[src/csr_arch_pkg.sv]
/* RISC-V machine-mode architectural definitions: word and address types,
   privilege levels, mcause codes, CSR addresses and mstatus bit positions */
`default_nettype none

package csr_arch_pkg;

  // word width for CSR values and program counters
  typedef logic [31:0] xlen_t;

  typedef logic [11:0] csr_addr_t;   // csr number from the instruction

  // only M and U are implemented, S mode is absent
  typedef enum logic [1:0] {
    PRIV_U = 2'b00,
    PRIV_M = 2'b11
  } priv_t;

  // mcause value, interrupt bit always clear here
  typedef logic [31:0] cause_t;

  localparam cause_t CAUSE_ILLEGAL = 32'd2;   // illegal instruction
  localparam cause_t CAUSE_ECALL_U = 32'd8;   // environment call from U
  localparam cause_t CAUSE_ECALL_M = 32'd11;  // environment call from M

  // machine trap setup / handling addresses
  localparam csr_addr_t CSR_MSTATUS = 12'h300;
  localparam csr_addr_t CSR_MTVEC   = 12'h305;
  localparam csr_addr_t CSR_MEPC    = 12'h341;
  localparam csr_addr_t CSR_MCAUSE  = 12'h342;

  // mstatus fields that exist in this core
  localparam int MSTATUS_MIE    = 3;   // global interrupt enable
  localparam int MSTATUS_MPIE   = 7;   // MIE before the trap
  localparam int MSTATUS_MPP_LO = 11;  // previous privilege, low bit
  localparam int MSTATUS_MPP_HI = 12;  // previous privilege, high bit

endpackage

`default_nettype wire

[src/csr_xfer_pkg.sv]
/* command and response formats between core and CSR unit, plus the
   operation encoding */
`default_nettype none

package csr_xfer_pkg;

  // system instruction kinds handled by the unit
  typedef enum logic [2:0] {
    OP_RW    = 3'd0,  // csrrw
    OP_RS    = 3'd1,  // csrrs
    OP_RC    = 3'd2,  // csrrc
    OP_ECALL = 3'd3,
    OP_MRET  = 3'd4
  } csr_op_t;

  // one retired system instruction
  typedef struct packed {
    csr_op_t                 op;
    csr_arch_pkg::csr_addr_t addr;     // ignored for ecall and mret
    csr_arch_pkg::xlen_t     operand;  // rs1 value or zero-extended uimm
    csr_arch_pkg::xlen_t     pc;       // pc of the instruction itself
  } csr_cmd_t;

  // answer sent back to the core for every command
  typedef struct packed {
    csr_arch_pkg::xlen_t rdata;     // old csr value, zero on trap
    logic                redirect;  // fetch must restart at target
    csr_arch_pkg::xlen_t target;
    logic                trap;      // instruction trapped
    csr_arch_pkg::priv_t priv;      // privilege after this command
  } csr_rsp_t;

endpackage

`default_nettype wire

[src/csr_cmd_rx.sv]
/* four-phase command receiver, latches one command and offers it downstream
   over valid/ready */
`timescale 1ns/1ns
`default_nettype none

module csr_cmd_rx (
  input  logic                   clk,
  input  logic                   reset,
  input  logic                   cmd_req,
  input  csr_xfer_pkg::csr_cmd_t cmd,
  output logic                   cmd_ack,
  output csr_xfer_pkg::csr_cmd_t cmd_out,
  output logic                   cmd_valid,
  input  logic                   cmd_ready
);

  typedef enum logic [1:0] {
    RX_IDLE,      // ack low, may accept a request
    RX_ACKED,     // first cycle of ack high
    RX_WAIT_LOW   // ack still high, waiting for req to fall
  } rx_state_t;

  rx_state_t state;
  logic      full;    // holder owns a command not yet taken
  logic      accept;  // latch the incoming command this edge

  // never ack while the previous command still sits in the holder
  assign accept = (state == RX_IDLE) && cmd_req && !full;

  assign cmd_ack   = (state != RX_IDLE);  // registered through the state
  assign cmd_valid = full;

  always_ff @(posedge clk) begin
    if (reset) begin
      state <= RX_IDLE;
    end else begin
      case (state)
        RX_IDLE: if (accept) state <= RX_ACKED;
        RX_ACKED: state <= cmd_req ? RX_WAIT_LOW : RX_IDLE;
        RX_WAIT_LOW: if (!cmd_req) state <= RX_IDLE;  // ack falls next cycle
        default: state <= RX_IDLE;
      endcase
    end
  end

  // full flag, set on accept, cleared when downstream takes it
  always_ff @(posedge clk) begin
    if (reset) begin
      full <= 1'b0;
    end else if (accept) begin
      full <= 1'b1;
    end else if (cmd_valid && cmd_ready) begin
      full <= 1'b0;
    end
  end

  // payload only, qualified by full
  always_ff @(posedge clk) begin
    if (accept) cmd_out <= cmd;
  end

endmodule

`default_nettype wire

[src/csr_exec.sv]
/* machine-mode CSR file and privilege state: csr read/modify/write,
   legality check, ecall and illegal-access traps, mret */
`timescale 1ns/1ns
`default_nettype none

module csr_exec #(
  parameter csr_arch_pkg::xlen_t MTVEC_RESET = 32'h0000_0100
) (
  input  logic                   clk,
  input  logic                   reset,
  input  csr_xfer_pkg::csr_cmd_t cmd,
  input  logic                   cmd_valid,
  output logic                   cmd_ready,
  output csr_xfer_pkg::csr_rsp_t res,
  output logic                   res_valid,
  input  logic                   res_ready
);

  import csr_arch_pkg::*;
  import csr_xfer_pkg::*;

  // architectural state
  xlen_t  mstatus;
  xlen_t  mtvec;
  xlen_t  mepc;
  cause_t mcause;
  priv_t  priv;

  // state after the current command, committed on fire
  xlen_t  mstatus_nxt;
  xlen_t  mtvec_nxt;
  xlen_t  mepc_nxt;
  cause_t mcause_nxt;
  priv_t  priv_nxt;

  logic  fire;       // command consumed and result handed on
  logic  is_csr_op;  // csrrw / csrrs / csrrc
  logic  is_ecall;
  logic  is_mret;
  logic  illegal;
  logic  trap;
  xlen_t old_val;    // csr value before the write
  xlen_t wr_val;     // value the csr op wants to write

  // mstatus keeps MIE, MPIE and MPP; MPP of 01 or 10 is not a mode here
  function automatic xlen_t legal_mstatus(xlen_t v);
    xlen_t r;
    r = '0;
    r[MSTATUS_MIE]  = v[MSTATUS_MIE];
    r[MSTATUS_MPIE] = v[MSTATUS_MPIE];
    if (v[MSTATUS_MPP_HI:MSTATUS_MPP_LO] == PRIV_M) begin
      r[MSTATUS_MPP_HI:MSTATUS_MPP_LO] = PRIV_M;
    end
    return r;
  endfunction

  // single stage, the sender's space decides for both sides
  assign cmd_ready = res_ready;
  assign res_valid = cmd_valid;
  assign fire      = cmd_valid && res_ready;

  // decode and legality
  always_comb begin
    is_csr_op = (cmd.op == OP_RW) || (cmd.op == OP_RS) || (cmd.op == OP_RC);
    is_ecall  = (cmd.op == OP_ECALL);
    is_mret   = (cmd.op == OP_MRET);
    if (priv == PRIV_U) begin
      illegal = !is_ecall;  // U may only ecall
    end else begin
      illegal = !(is_csr_op || is_ecall || is_mret);  // reserved op codes
    end
    trap = illegal || is_ecall;
  end

  // csr read, unknown numbers read as zero
  always_comb begin
    case (cmd.addr)
      CSR_MSTATUS: old_val = mstatus;
      CSR_MTVEC:   old_val = mtvec;
      CSR_MEPC:    old_val = mepc;
      CSR_MCAUSE:  old_val = mcause;
      default:     old_val = '0;
    endcase
  end

  // read-modify-write value
  always_comb begin
    case (cmd.op)
      OP_RS:   wr_val = old_val | cmd.operand;   // set bits
      OP_RC:   wr_val = old_val & ~cmd.operand;  // clear bits
      default: wr_val = cmd.operand;
    endcase
  end

  always_comb begin
    mstatus_nxt = mstatus;
    mtvec_nxt   = mtvec;
    mepc_nxt    = mepc;
    mcause_nxt  = mcause;
    priv_nxt    = priv;
    if (trap) begin
      mepc_nxt = {cmd.pc[31:2], 2'b00};  // IALIGN is 32
      if (illegal) begin
        mcause_nxt = CAUSE_ILLEGAL;
      end else if (priv == PRIV_U) begin
        mcause_nxt = CAUSE_ECALL_U;
      end else begin
        mcause_nxt = CAUSE_ECALL_M;
      end
      // push the interrupt-enable / privilege stack
      mstatus_nxt[MSTATUS_MPP_HI:MSTATUS_MPP_LO] = priv;
      mstatus_nxt[MSTATUS_MPIE] = mstatus[MSTATUS_MIE];
      mstatus_nxt[MSTATUS_MIE]  = 1'b0;
      priv_nxt = PRIV_M;
    end else if (is_mret) begin
      // pop the stack; MPP is always 00 or 11 so the cast is safe
      priv_nxt = priv_t'(mstatus[MSTATUS_MPP_HI:MSTATUS_MPP_LO]);
      mstatus_nxt[MSTATUS_MIE]  = mstatus[MSTATUS_MPIE];
      mstatus_nxt[MSTATUS_MPIE] = 1'b1;
      mstatus_nxt[MSTATUS_MPP_HI:MSTATUS_MPP_LO] = PRIV_U;
    end else begin
      case (cmd.addr)
        CSR_MSTATUS: mstatus_nxt = legal_mstatus(wr_val);
        CSR_MTVEC:   mtvec_nxt   = {wr_val[31:2], 2'b00};  // direct mode only
        CSR_MEPC:    mepc_nxt    = {wr_val[31:2], 2'b00};
        CSR_MCAUSE:  mcause_nxt  = wr_val;
        default:     ;  // unknown csr, write dropped
      endcase
    end
  end

  // response, purely from the current command and state
  always_comb begin
    res      = '0;
    res.priv = priv_nxt;
    if (trap) begin
      res.redirect = 1'b1;
      res.trap     = 1'b1;
      res.target   = mtvec;
    end else if (is_mret) begin
      res.redirect = 1'b1;
      res.target   = mepc;
    end else begin
      res.rdata = old_val;
    end
  end

  always_ff @(posedge clk) begin
    if (reset) begin
      mstatus <= '0;
      mtvec   <= MTVEC_RESET;
      mepc    <= '0;
      mcause  <= '0;
      priv    <= PRIV_M;
    end else if (fire) begin
      mstatus <= mstatus_nxt;
      mtvec   <= mtvec_nxt;
      mepc    <= mepc_nxt;
      mcause  <= mcause_nxt;
      priv    <= priv_nxt;
    end
  end

endmodule

`default_nettype wire

[src/csr_rsp_tx.sv]
/* one-entry response holder driving the four-phase response link */
`timescale 1ns/1ns
`default_nettype none

module csr_rsp_tx (
  input  logic                   clk,
  input  logic                   reset,
  input  csr_xfer_pkg::csr_rsp_t res,
  input  logic                   res_valid,
  output logic                   res_ready,
  output logic                   rsp_req,
  output csr_xfer_pkg::csr_rsp_t rsp,
  input  logic                   rsp_ack
);

  typedef enum logic [1:0] {
    TX_EMPTY,     // holder free
    TX_REQ,       // req high, waiting for ack
    TX_WAIT_LOW   // req dropped, waiting for ack to fall
  } tx_state_t;

  tx_state_t state;
  logic      load;  // take a result into the holder

  assign res_ready = (state == TX_EMPTY);
  assign load      = res_valid && res_ready;
  assign rsp_req   = (state == TX_REQ);  // rises the cycle after load

  always_ff @(posedge clk) begin
    if (reset) begin
      state <= TX_EMPTY;
    end else begin
      case (state)
        TX_EMPTY: if (load) state <= TX_REQ;
        TX_REQ: if (rsp_ack) state <= TX_WAIT_LOW;
        // holder only frees once the handshake is fully closed
        TX_WAIT_LOW: if (!rsp_ack) state <= TX_EMPTY;
        default: state <= TX_EMPTY;
      endcase
    end
  end

  // held stable for the whole req-high phase
  always_ff @(posedge clk) begin
    if (load) rsp <= res;
  end

endmodule

`default_nettype wire

[src/csr_unit.sv]
/* CSR unit top: command receiver, executor and response sender */
`timescale 1ns/1ns
`default_nettype none

module csr_unit #(
  parameter csr_arch_pkg::xlen_t MTVEC_RESET = 32'h0000_0100
) (
  input  logic                   clk,
  input  logic                   reset,
  input  logic                   cmd_req,
  input  csr_xfer_pkg::csr_cmd_t cmd,
  output logic                   cmd_ack,
  output logic                   rsp_req,
  output csr_xfer_pkg::csr_rsp_t rsp,
  input  logic                   rsp_ack
);

  import csr_xfer_pkg::*;

  csr_cmd_t cmd_q;      // command from the holder
  logic     cmd_valid;
  logic     cmd_ready;
  csr_rsp_t res;        // result toward the sender
  logic     res_valid;
  logic     res_ready;

  csr_cmd_rx u_rx (
    .clk       (clk),
    .reset     (reset),
    .cmd_req   (cmd_req),
    .cmd       (cmd),
    .cmd_ack   (cmd_ack),
    .cmd_out   (cmd_q),
    .cmd_valid (cmd_valid),
    .cmd_ready (cmd_ready)
  );

  csr_exec #(
    .MTVEC_RESET (MTVEC_RESET)
  ) u_exec (
    .clk       (clk),
    .reset     (reset),
    .cmd       (cmd_q),
    .cmd_valid (cmd_valid),
    .cmd_ready (cmd_ready),
    .res       (res),
    .res_valid (res_valid),
    .res_ready (res_ready)
  );

  csr_rsp_tx u_tx (
    .clk       (clk),
    .reset     (reset),
    .res       (res),
    .res_valid (res_valid),
    .res_ready (res_ready),
    .rsp_req   (rsp_req),
    .rsp       (rsp),
    .rsp_ack   (rsp_ack)
  );

endmodule

`default_nettype wire

[config.mk]
export PLATFORM = sky130hd
export DESIGN_NAME = csr_unit
export DESIGN_NICKNAME = d
export VERILOG_FILES = /design/src/csr_arch_pkg.sv /design/src/csr_xfer_pkg.sv /design/src/csr_cmd_rx.sv /design/src/csr_exec.sv /design/src/csr_rsp_tx.sv /design/src/csr_unit.sv
export SDC_FILE = /design/constraint.sdc
export NUM_CORES = 1
export LEC_CHECK = 0
export ABC_AREA = 1
export BUFFER_PORTS_ARGS = -buffer_cell sky130_fd_sc_hd__buf_2
export CORE_ASPECT_RATIO = 1.25
export CORE_MARGIN = 2
export CORE_UTILIZATION = 51
export DETAILED_ROUTE_END_ITERATION = 8
export GPL_TIMING_DRIVEN = 0
export PLACE_DENSITY = 0.78
export REMOVE_ABC_BUFFERS = 1
export SLEW_MARGIN = 0
export SYNTH_ARGS = -nofsm -noshare
export SYNTH_HDL_FRONTEND = slang
export SYNTH_SLANG_ARGS = --single-unit
[constraint.sdc]
create_clock -name clk -period 5 [get_ports clk]
set_clock_uncertainty 0.05 [all_clocks]
set_input_delay 1 -clock clk [delete_from_list [all_inputs] [get_ports clk]]
set_output_delay 1 -clock clk [all_outputs]
set_load 0.02 [all_outputs]
# [Yosys cells after proc, flatten, opt, wreduce, memory -nomap -nowiden]
# Cells that the tools add are included.
[totals] wordCells=104 output_inout_bits=70 inputBits=83 reg_bits=252
[op_classes] n_bitwise=5 reduce_logical=28 eq_ne=19 mux=34
[op_table] operator="2-to-1 mux 32 bit" n=8
[op_table] operator="case mux 32 bit (4 select lines)" n=1
[op_table] operator="case mux 32 bit (2 select lines)" n=1
[op_table] operator="equality test 12 x 10 -> 1 bit (second input constant)" n=4
[op_table] operator="2-to-1 mux 33 bit" n=1
[op_table] operator="bitwise AND 32 bit" n=1
[op_table] operator="inverter 32 bit" n=1
[op_table] operator="OR 32 bit" n=1
[op_table] operator="2-to-1 mux 2 bit" n=12
[op_table] operator="2-to-1 mux 13 bit" n=1
[op_table] operator="case mux 2 bit (3 select lines)" n=2
[op_table] operator="AND reduction 3 bit" n=3
[op_table] operator="2-to-1 mux 1 bit" n=8
[op_table] operator="!= test 2 bit (second input constant)" n=4
[op_table] operator="nonzero test 2 bit" n=4
[op_table] operator="equality test 2 bit (second input constant)" n=3
[op_table] operator="equality test 3 x 2 -> 1 bit (second input constant)" n=2
[op_table] operator="zero test 2 bit" n=3
[op_table] operator="logical OR 1 bit" n=5
[op_table] operator="equality test 2 x 1 -> 1 bit (second input constant)" n=2
[op_table] operator="!= test 2 x 1 -> 1 bit (second input constant)" n=2
[op_table] operator="AND reduction 2 bit" n=2
[op_table] operator="AND reduction 4 bit" n=1
[op_table] operator="OR reduction 2 bit" n=2
[op_table] operator="other kinds (7)" n=12

# [Logic depth before layout (Yosys ltp)]
# Gate-level depths: netlist (run 1).
[depth] depth_word=10 depth_mapped=13 depth_no_buf=12

# [By module]
# From an unflattened synthesis (run 1), not the netlist that was laid out.
[hier_totals] hier_cells=1106 area_unflattened_um2=10273.6
[by_module_without_submodules] module="csr_exec" area_each_um2=5630.4 cells_per_inst=928 n_inst=1 seq_area_each_um2=1961.9
[by_module_without_submodules] module="csr_cmd_rx" area_each_um2=2498.6 cells_per_inst=96 n_inst=1 seq_area_each_um2=2432.3
[by_module_without_submodules] module="csr_rsp_tx" area_each_um2=2144.6 cells_per_inst=82 n_inst=1 seq_area_each_um2=2082.0

# [Least setup slack after synthesis (run 1)]
# OpenSTA, ideal clock, no wires.
[synth_path] kind="input to register" from="input port cmd_req" to="register u_rx.cmd_out[10] (netlist bit), enable pin" n_path_buf=0 path_slack_ns=0.145 required_ns=4.437 cell_stages=2 setup_time_ns=0.513 t_arrival_ns=4.293 cell_sequence="nand2_1 > nor2_1"
[synth_between] elab_chain_len=2
[synth_lines] element="from (decl)" line="csr_unit.sv:10" text="input logic cmd_req,"
[synth_lines] element="logical AND 1 bit (2 in series)" line="csr_cmd_rx.sv:28" text="assign accept = (state == RX_IDLE) && cmd_req && !full;"
[synth_lines] element="net u_rx.accept" line="csr_cmd_rx.sv:25" text="logic accept;"
[synth_lines] element="to (signal assigned)" line="csr_cmd_rx.sv:59" text="if (accept) cmd_out <= cmd;"
[synth_lines] element="to (decl)" line="csr_cmd_rx.sv:12" text="output csr_xfer_pkg::csr_cmd_t cmd_out,"
# The timed path passes the listed nets, and every way through them passes these cells.
# A chain may end at the register's enable or synchronous reset.

# [Worst setup path in the final report (run 1)]
[layout_path] from="register u_rx.cmd_out[78] (netlist bit)" to="register u_exec.mepc[14]"
[layout_between] elab_chain_len=10 word_cells_on_any_way=20 classes_between="5 x eq/ne; 5 x mux; 10 x reduce/logical"
[layout_lines] element="equality test 3 x 1 -> 1 bit or zero test 3 bit (tied branches)" line="csr_exec.sv:64, csr_exec.sv:88"
[layout_lines] element="logical OR 1 bit (2 in series)" line="csr_exec.sv:64" text="is_csr_op = (cmd.op == OP_RW) || (cmd.op == OP_RS) || (cmd.op == OP_RC);"
[layout_lines] element="logical OR 1 bit (2 in series)" line="csr_exec.sv:70" text="illegal = !(is_csr_op || is_ecall || is_mret);"
[layout_lines] element="zero test 1 bit" line="csr_exec.sv:70"
[layout_lines] element="2-to-1 mux 1 bit" line="csr_exec.sv:67" text="if (priv == PRIV_U) begin"
[layout_lines] element="logical OR 1 bit" line="csr_exec.sv:72" text="trap = illegal || is_ecall;"
[layout_lines] element="!= test 2 bit (no source line) or nonzero test 2 bit (tied branches)"
[layout_lines] element="AND reduction 3 bit (no source line)"
[layout_lines] element="to (signal assigned)" line="csr_exec.sv:158" text="mepc <= mepc_nxt;"
[layout_lines] element="to (decl)" line="csr_exec.sv:25" text="xlen_t mepc;"
# Several ways; a longest one is shown, not always the timed one. The select of a mux whose other input is x is not followed.

==> results of run 1 <==
## cells by family after synthesis
logic type / synth area share (%)
other cells: 0.0369
simple gates: 15.9
compound gates: 14.0
flops: 62.5
buf+inv: 7.52
## Yosys cell counts
| library cell | count |
|---|---|
| o22ai_1 | 4 |
| o211ai_1 | 2 |
| or2_2 | 3 |
| a22o_1 | 1 |
| nand3_4 | 1 |
| nand3_1 | 45 |
| nand4_1 | 3 |
| inv_1 | 108 |
| buf_4 | 9 |
| a21oi_1 | 135 |
| a21oi_2 | 1 |
| buf_6 | 7 |
| clkbuf_1 | 26 |
| buf_2 | 14 |
| nand2_1 | 264 |
| inv_2 | 7 |
| clkinv_1 | 1 |
| nor2_1 | 49 |
| nand2_4 | 1 |
| conb_1 | 1 |
| buf_1 | 4 |
| nor3_4 | 1 |
| o21ai_0 | 117 |
| dfxtp_1 | 103 |
| a21oi_4 | 1 |
| and2_4 | 1 |
| nor2_2 | 4 |
| nand2_2 | 4 |
| nor3_1 | 9 |
| a211oi_1 | 2 |
| nor2_4 | 3 |
| o21ai_1 | 15 |
| edfxtp_1 | 143 |
## power groups by stage
stage / Sequential (mW) / Combinational (mW) / Clock [mW]
4_1_cts: 2.36 / 0.486 / 1.97
6_report: 2.36 / 0.489 / 1.94
2_1_floorplan: 2.45 / 0.208 / 0
3_5_place_dp: 2.40 / 0.484 / 0
3_3_place_gp: 2.41 / 0.426 / 0
5_1_grt: 2.37 / 0.536 / 2.06
## flip-flops by register name, indices dropped and copies added, names as in the netlist
register,flops
u_exec.mepc,30
u_rx.cmd_valid,1
u_tx.rsp,66
u_rx.cmd_out,77
u_rx.state,2
u_tx.state,2
u_exec.mstatus,4
u_exec.priv,2
u_exec.mcause,32
u_exec.mtvec,30
## critical path, delay by kind of cell, from the launching register on
kind	cells	cell delay, ns
AOI/OAI and AO/OA	5	0.88
buffers and inverters	4	2.55
DFF	1	0.42
and+or+nand+nor	1	0.59
## per-layer routing
| metal | up-vias | GRT usage [%] | share of wire [%] |
|---|---|---|---|
| met5 | - | 0 | 0.053 |
| met4 | 2 | 10.5 | 3.9 |
| met3 | 78 | 3.85 | 6.8 |
| met2 | 329 | 40.4 | 49 |
| met1 | 3671 | 28.9 | 40 |
| li1 | 3888 | - | - |
## metrics by stage
step / setup WS, ns / cells / cell area (um2) / util (%)
2_1_floorplan: 0.145 / 1030 / 9840 / -
3_3_place_gp: -1.72 / 1443 / 10900 / 56.1
3_5_place_dp: 0.464 / 1453 / 11200 / 57.5
4_1_cts: 0.401 / 1498 / 12000 / 61.9
5_1_grt: 0.0316 / 1499 / 12100 / 62.0
6_report: 0.372 / 1499 / 12100 / 62.0
## area by class of cell
class,count,area (um2),area share (%)
tap,265,332,2.75
clock buffer,27,643,5.33
sequential,246,6360,52.6
multi-input combinational,668,3080,25.5
clock inverter,18,215,1.78
inverter,116,435,3.61
timing repair buffer,159,1020,8.41
## path summary, 6_finish.rpt
path / cells after the start / startpoint / slack, ns / end
worst max-delay path: 10 / u_rx.cmd_out[78]$_DFFE_PP_ / 0.37 / u_exec.mepc[14]$_SDFFE_PP0P_
worst min-delay path: 1 / u_rx.state[0]$_SDFFE_PP0P_ / 0.38 / u_rx.state[1]$_SDFFE_PP0P_
worst max register to register: 10 / u_rx.cmd_out[78]$_DFFE_PP_ / 0.37 / u_exec.mepc[14]$_SDFFE_PP0P_
worst min register to register: 1 / u_rx.state[0]$_SDFFE_PP0P_ / 0.38 / u_rx.state[1]$_SDFFE_PP0P_
==> run_results.csv, run 1 <==
group,metric,value,unit
cts,cts_buffers,25,
routing,wire_per_inst,16.4,um
die,chipHeight,162,um
cts,cts_tree,"done",
die,core,19500,um2
synth,syn-instance-count,1089,
pwr,p_int,3.63,mW
routing,wl,24600,um
routing,drt-initial-drc-count,639,
grt,grt_pass1_wl,38700,um
synth,ys_seq_area_share,62.5,%
worst_setup_path,cp.required,5.38,ns
placed_design,hpwl,15000,um
cells_and_area,layout-drive-gt1-share,18.6,%
pwr,p_sw,1.16,mW
cells_and_area,final_cell_mix,"nand2_1, buf_2, edfxtp_1",
pwr,combPwrFrac,10.2,%
synth,yosys.area.top_type,"edfxtp_1",
worst_setup_path,end_kind,"register",
timing,post-route-min-period,4.63,ns
cells_and_area,nets,1299,
timing,fin_crit_sh,92.6,%
grt,grt_usage,23.5,%
routing,routed_via_density,5.32,
die,ios,153,
cells_and_area,antenna_cells,0,
worst_hold_path,hold_path.class,"reg2reg",
synth,syn_avg_cell_area,9.34,um2
cts,clk_pin_slew_worst_paths,0.06,ns
timing,worst_hold_slack,0.376,ns
synth,ys_types,33,
routing,ant_nets,0,
flow_run,max_cap_violations,0,
die,fp.dieW,130,um
cts,h-tree-depth,1,
timing,tns,0,ns
worst_setup_path,cp_data_arrival_time,5.01,ns
synth,synth-seq-cells,246,
pwr,swShare,24.2,%
die,start_util,52.2,%
pwr,total_leakage_power,5.14,nW
pwr,p_seq_share,49.3,%
synth,yosys_warnings,0,
timing,finalHoldViolations,0,
pwr,power_density,397,nW/um2
pwr,p_clk_share,40.5,%
cts,cts_sinks,246,
cts,cts_hold_buf,0,
cells_and_area,final_common_cell,"nand2_1",
cells_and_area,fillCellCount,1588,
cts,cts_max_path_buffers,3,
worst_setup_path,cp_slowest_cell,"inv_2",
cells_and_area,areaGrowthSynthToFinish,18.7,%
worst_setup_path,critical_path_class,"reg2reg",
routing,dr.pass1.iters,5,
timing,slew_violations,0,
worst_setup_path,worstSetupStartpointType,"register",
cts,post_cts_resize_count,0,
synth,synth_top_area_share,42.2,%
routing,drc,0,
worst_setup_path,critPathMaxFanout,65,
die,die_area,21100,um2
worst_setup_path,cp_slowest_stage_delay,1.20,ns
timing,slew_headroom,13.2,%
grt,grt_max_degree,66,
synth,yosys-top-cells-area,"edfxtp_1, dfxtp_1, nand2_1",
cts,clk_latency,0.51,ns
timing,setup_violations,0,
grt,grt_pass1_vias,7713,
grt,grt_antenna_before_repair,1,
cts,root_buffer,"clkbuf_16",
grt,grt.overflow.total,0,
cts,cts_setup_buffers,0,
pwr,ir_worst_vdd,0.314,mV
worst_setup_path,worstPathCellList,"inv_2 -> o21ai_1 -> o21ai_1 -> nand2_2 -> inv_2 -> a21oi_4 -> buf_16 -> inv_1 -> a21oi_1 -> a21oi_1",
synth,syn_area,10200,um2
timing,fmax,216,MHz
placed_design,gp_congestion,0.862,
pwr,p_total,4.79,mW
placed_design,io_buffer_count,148,
die,placement_rows,57,
timing,worst_pin_slew,1.30,ns
timing,rsz0062_at_grt,"false",
routing,num_vias,7968,
run_status,status,"complete, no violations",
Note: power is estimated with default switching activity, not from simulation.
==> run 2: changes to the inputs <==
Settings changed: CTS_CLUSTER_SIZE from default to 30, PLACE_DENSITY 0.78 to 0.75.
==> run 2 against run 1 <==
Net effect: combinational power is essentially flat; maximum frequency grew 5.8%; non-clock buffer count shrank 1; clock power shrank 9%; total power shrank 3.8%; core utilization shrank 0.57 points; cell count is essentially flat; global-route usage shrank 0.11 points; critical path type unchanged; highest routed layer is now met4.
==> run_results.csv, run 2 (synthesis gave the netlist of run 1 again) <==
group,metric,value,unit
run_status,status,"complete, no violations",
worst_hold_path,whs_path_depth,1,
worst_hold_path,hold_path.class,"reg2reg",
timing,fmax,229,MHz
worst_setup_path,reg2reg_setup_slack,0.63,ns
routing,wire_per_inst,16.8,um
worst_hold_path,hp-start,"u_rx.state[0]$_SDFFE_PP0P_",
placed_design,dpl_cell_area,11100,um2
routing,drt-initial-drc-count,650,
grt,grt_antenna_before_repair,2,
cells_and_area,final_common_cell,"nand2_1",
routing,routed_via_density,5.33,
cts,post_cts_resize_count,0,
pwr,p_clk_share,38.3,%
cts,h-tree-depth,1,
routing,num_vias,7995,
pwr,p_total,4.61,mW
die,fp.dieW,130,um
cts,clk_latency,0.51,ns
timing,tns,0,ns
cts,cts_max_path_buffers,3,
cells_and_area,fin_util,61.5,%
worst_setup_path,critPathMaxFanout,66,
pwr,swShare,24.8,%
timing,rsz0062_at_grt,"false",
cells_and_area,areaGrowthSynthToFinish,17.7,%
timing,worst_hold_slack,0.383,ns
worst_setup_path,rr_startpoint,"u_rx.cmd_out[76]$_DFFE_PP_",
cells_and_area,top_register,"u_rx.cmd_out",
die,start_util,52.2,%
flow_run,max_cap_violations,0,
cts,clk_pin_slew_worst_paths,0.06,ns
timing,slew_headroom,14.5,%
grt,grt_pass1_wl,38500,um
placed_design,dp_cells,1452,
pwr,power_density,385,nW/um2
cells_and_area,final_area,12000,um2
cells_and_area,layout-drive-gt1-share,18.3,%
pwr,p_seq_share,51.2,%
placed_design,place_ws,0.286,ns
routing,drc,0,
pwr,total_leakage_power,5.09,nW
cts,root_buffer,"clkbuf_16",
cells_and_area,largest_reg_flops,77,
timing,post-route-min-period,4.37,ns
die,ios,153,
worst_setup_path,worstSetupStartpointType,"register",
routing,ant_nets,0,
pwr,p_int,3.47,mW
cells_and_area,final_cell_mix,"nand2_1, buf_2, edfxtp_1",
timing,slew_violations,0,
routing,dr.pass1.iters,5,
placed_design,hpwl,14600,um
cells_and_area,fin_cells,1500,
timing,worst_pin_slew,1.28,ns
cells_and_area,fillCellCount,1607,
worst_setup_path,cp.required,5.39,ns
worst_setup_path,r2r-end,"u_exec.mepc[29]$_SDFFE_PP0P_",
timing,fin_crit_sh,87.5,%
worst_setup_path,end_kind,"register",
cts,cts_buffers,24,
placed_design,gp_congestion,0.835,
pwr,ir_worst_vdd,0.310,mV
timing,setup_violations,0,
die,core,19500,um2
cells_and_area,nets,1298,
cts,cts_hold_buf,0,
pwr,p_sw,1.14,mW
die,die_area,21100,um2
grt,grt.overflow.total,0,
cells_and_area,largestRegisters,"u_rx.cmd_out: 77 flops, u_tx.rsp: 66 flops, u_exec.mcause: 32 flops",
pwr,combPwrFrac,10.6,%
die,placement_rows,57,
worst_hold_path,whs_endpoint,"u_rx.state[1]$_SDFFE_PP0P_",
grt,grt_max_degree,66,
worst_setup_path,critical_path_class,"reg2reg",
timing,finalHoldViolations,0,
cts,cts_setup_buffers,0,
cts,cts_tree,"done",
timing,setup_ws,0.627,ns
grt,grt_pass1_vias,7754,
cts,cts_sinks,246,
worst_setup_path,r2r_cells,9,
worst_setup_path,cp_data_arrival_time,4.76,ns
die,chipHeight,162,um
grt,grt_usage,23.4,%
routing,wl,25200,um
placed_design,io_buffer_count,148,
-- run 2: area by class of cell --
type | instances | area (um2) | share of cell area [%]
diodes | 2 | 5.00 | 0.0418
clock buffers | 32 | 693 | 5.79
clock inverters | 12 | 83.8 | 0.701
inverters | 116 | 435 | 3.64
multi-input cells | 669 | 3090 | 25.8
flip-flops and latches | 246 | 6360 | 53.1
well taps | 265 | 332 | 2.77
repair buffers | 158 | 973 | 8.14
-- run 2: critical path, cell delays in order, from the launching register on --
cell	delay, ns
edfxtp_1	0.44
inv_2	0.13
o21ai_1	0.06
o21ai_1	0.09
nand2_2	0.54
inv_2	1.19
a21oi_4	0.38
inv_1	1.00
a21oi_1	0.13
a21oi_1	0.20
-- run 2: power by group through the flow --
stage	Combinational (mW)	Sequential, mW	Clock, mW
2_1_floorplan	0.208	2.45	0
3_3_place_gp	0.427	2.42	0
3_5_place_dp	0.479	2.40	0
4_1_cts	0.481	2.36	1.79
5_1_grt	0.528	2.37	1.88
6_report	0.487	2.36	1.76
-- run 2: worst max path at each step --
stage                                from  cells after the start                           end  slack [ns]
6_report       u_rx.cmd_out[76]$_DFFE_PP_                      9  u_exec.mepc[29]$_SDFFE_PP0P_        0.63
5_1_grt        u_rx.cmd_out[76]$_DFFE_PP_                      9  u_exec.mepc[15]$_SDFFE_PP0P_        0.34
4_1_cts        u_rx.cmd_out[76]$_DFFE_PP_                      9  u_exec.mepc[29]$_SDFFE_PP0P_        0.26
3_5_place_dp   u_rx.cmd_out[76]$_DFFE_PP_                      9  u_exec.mepc[15]$_SDFFE_PP0P_        0.29
3_3_place_gp                      cmd_req                      3    u_rx.cmd_out[49]$_DFFE_PP_       -1.66
2_1_floorplan                     cmd_req                      2    u_rx.cmd_out[10]$_DFFE_PP_        0.14
-- run 2: routing by layer --
layer	part of all wire [%]	wire length (um)	GRT usage, %	vias to the layer above
met5	0	0	0	-
met4	2.4	603	8.36	0
met3	7.0	1770	3.52	51
met2	51	12800	41.3	335
met1	40	10100	28.9	3722
li1	-	-	-	3887
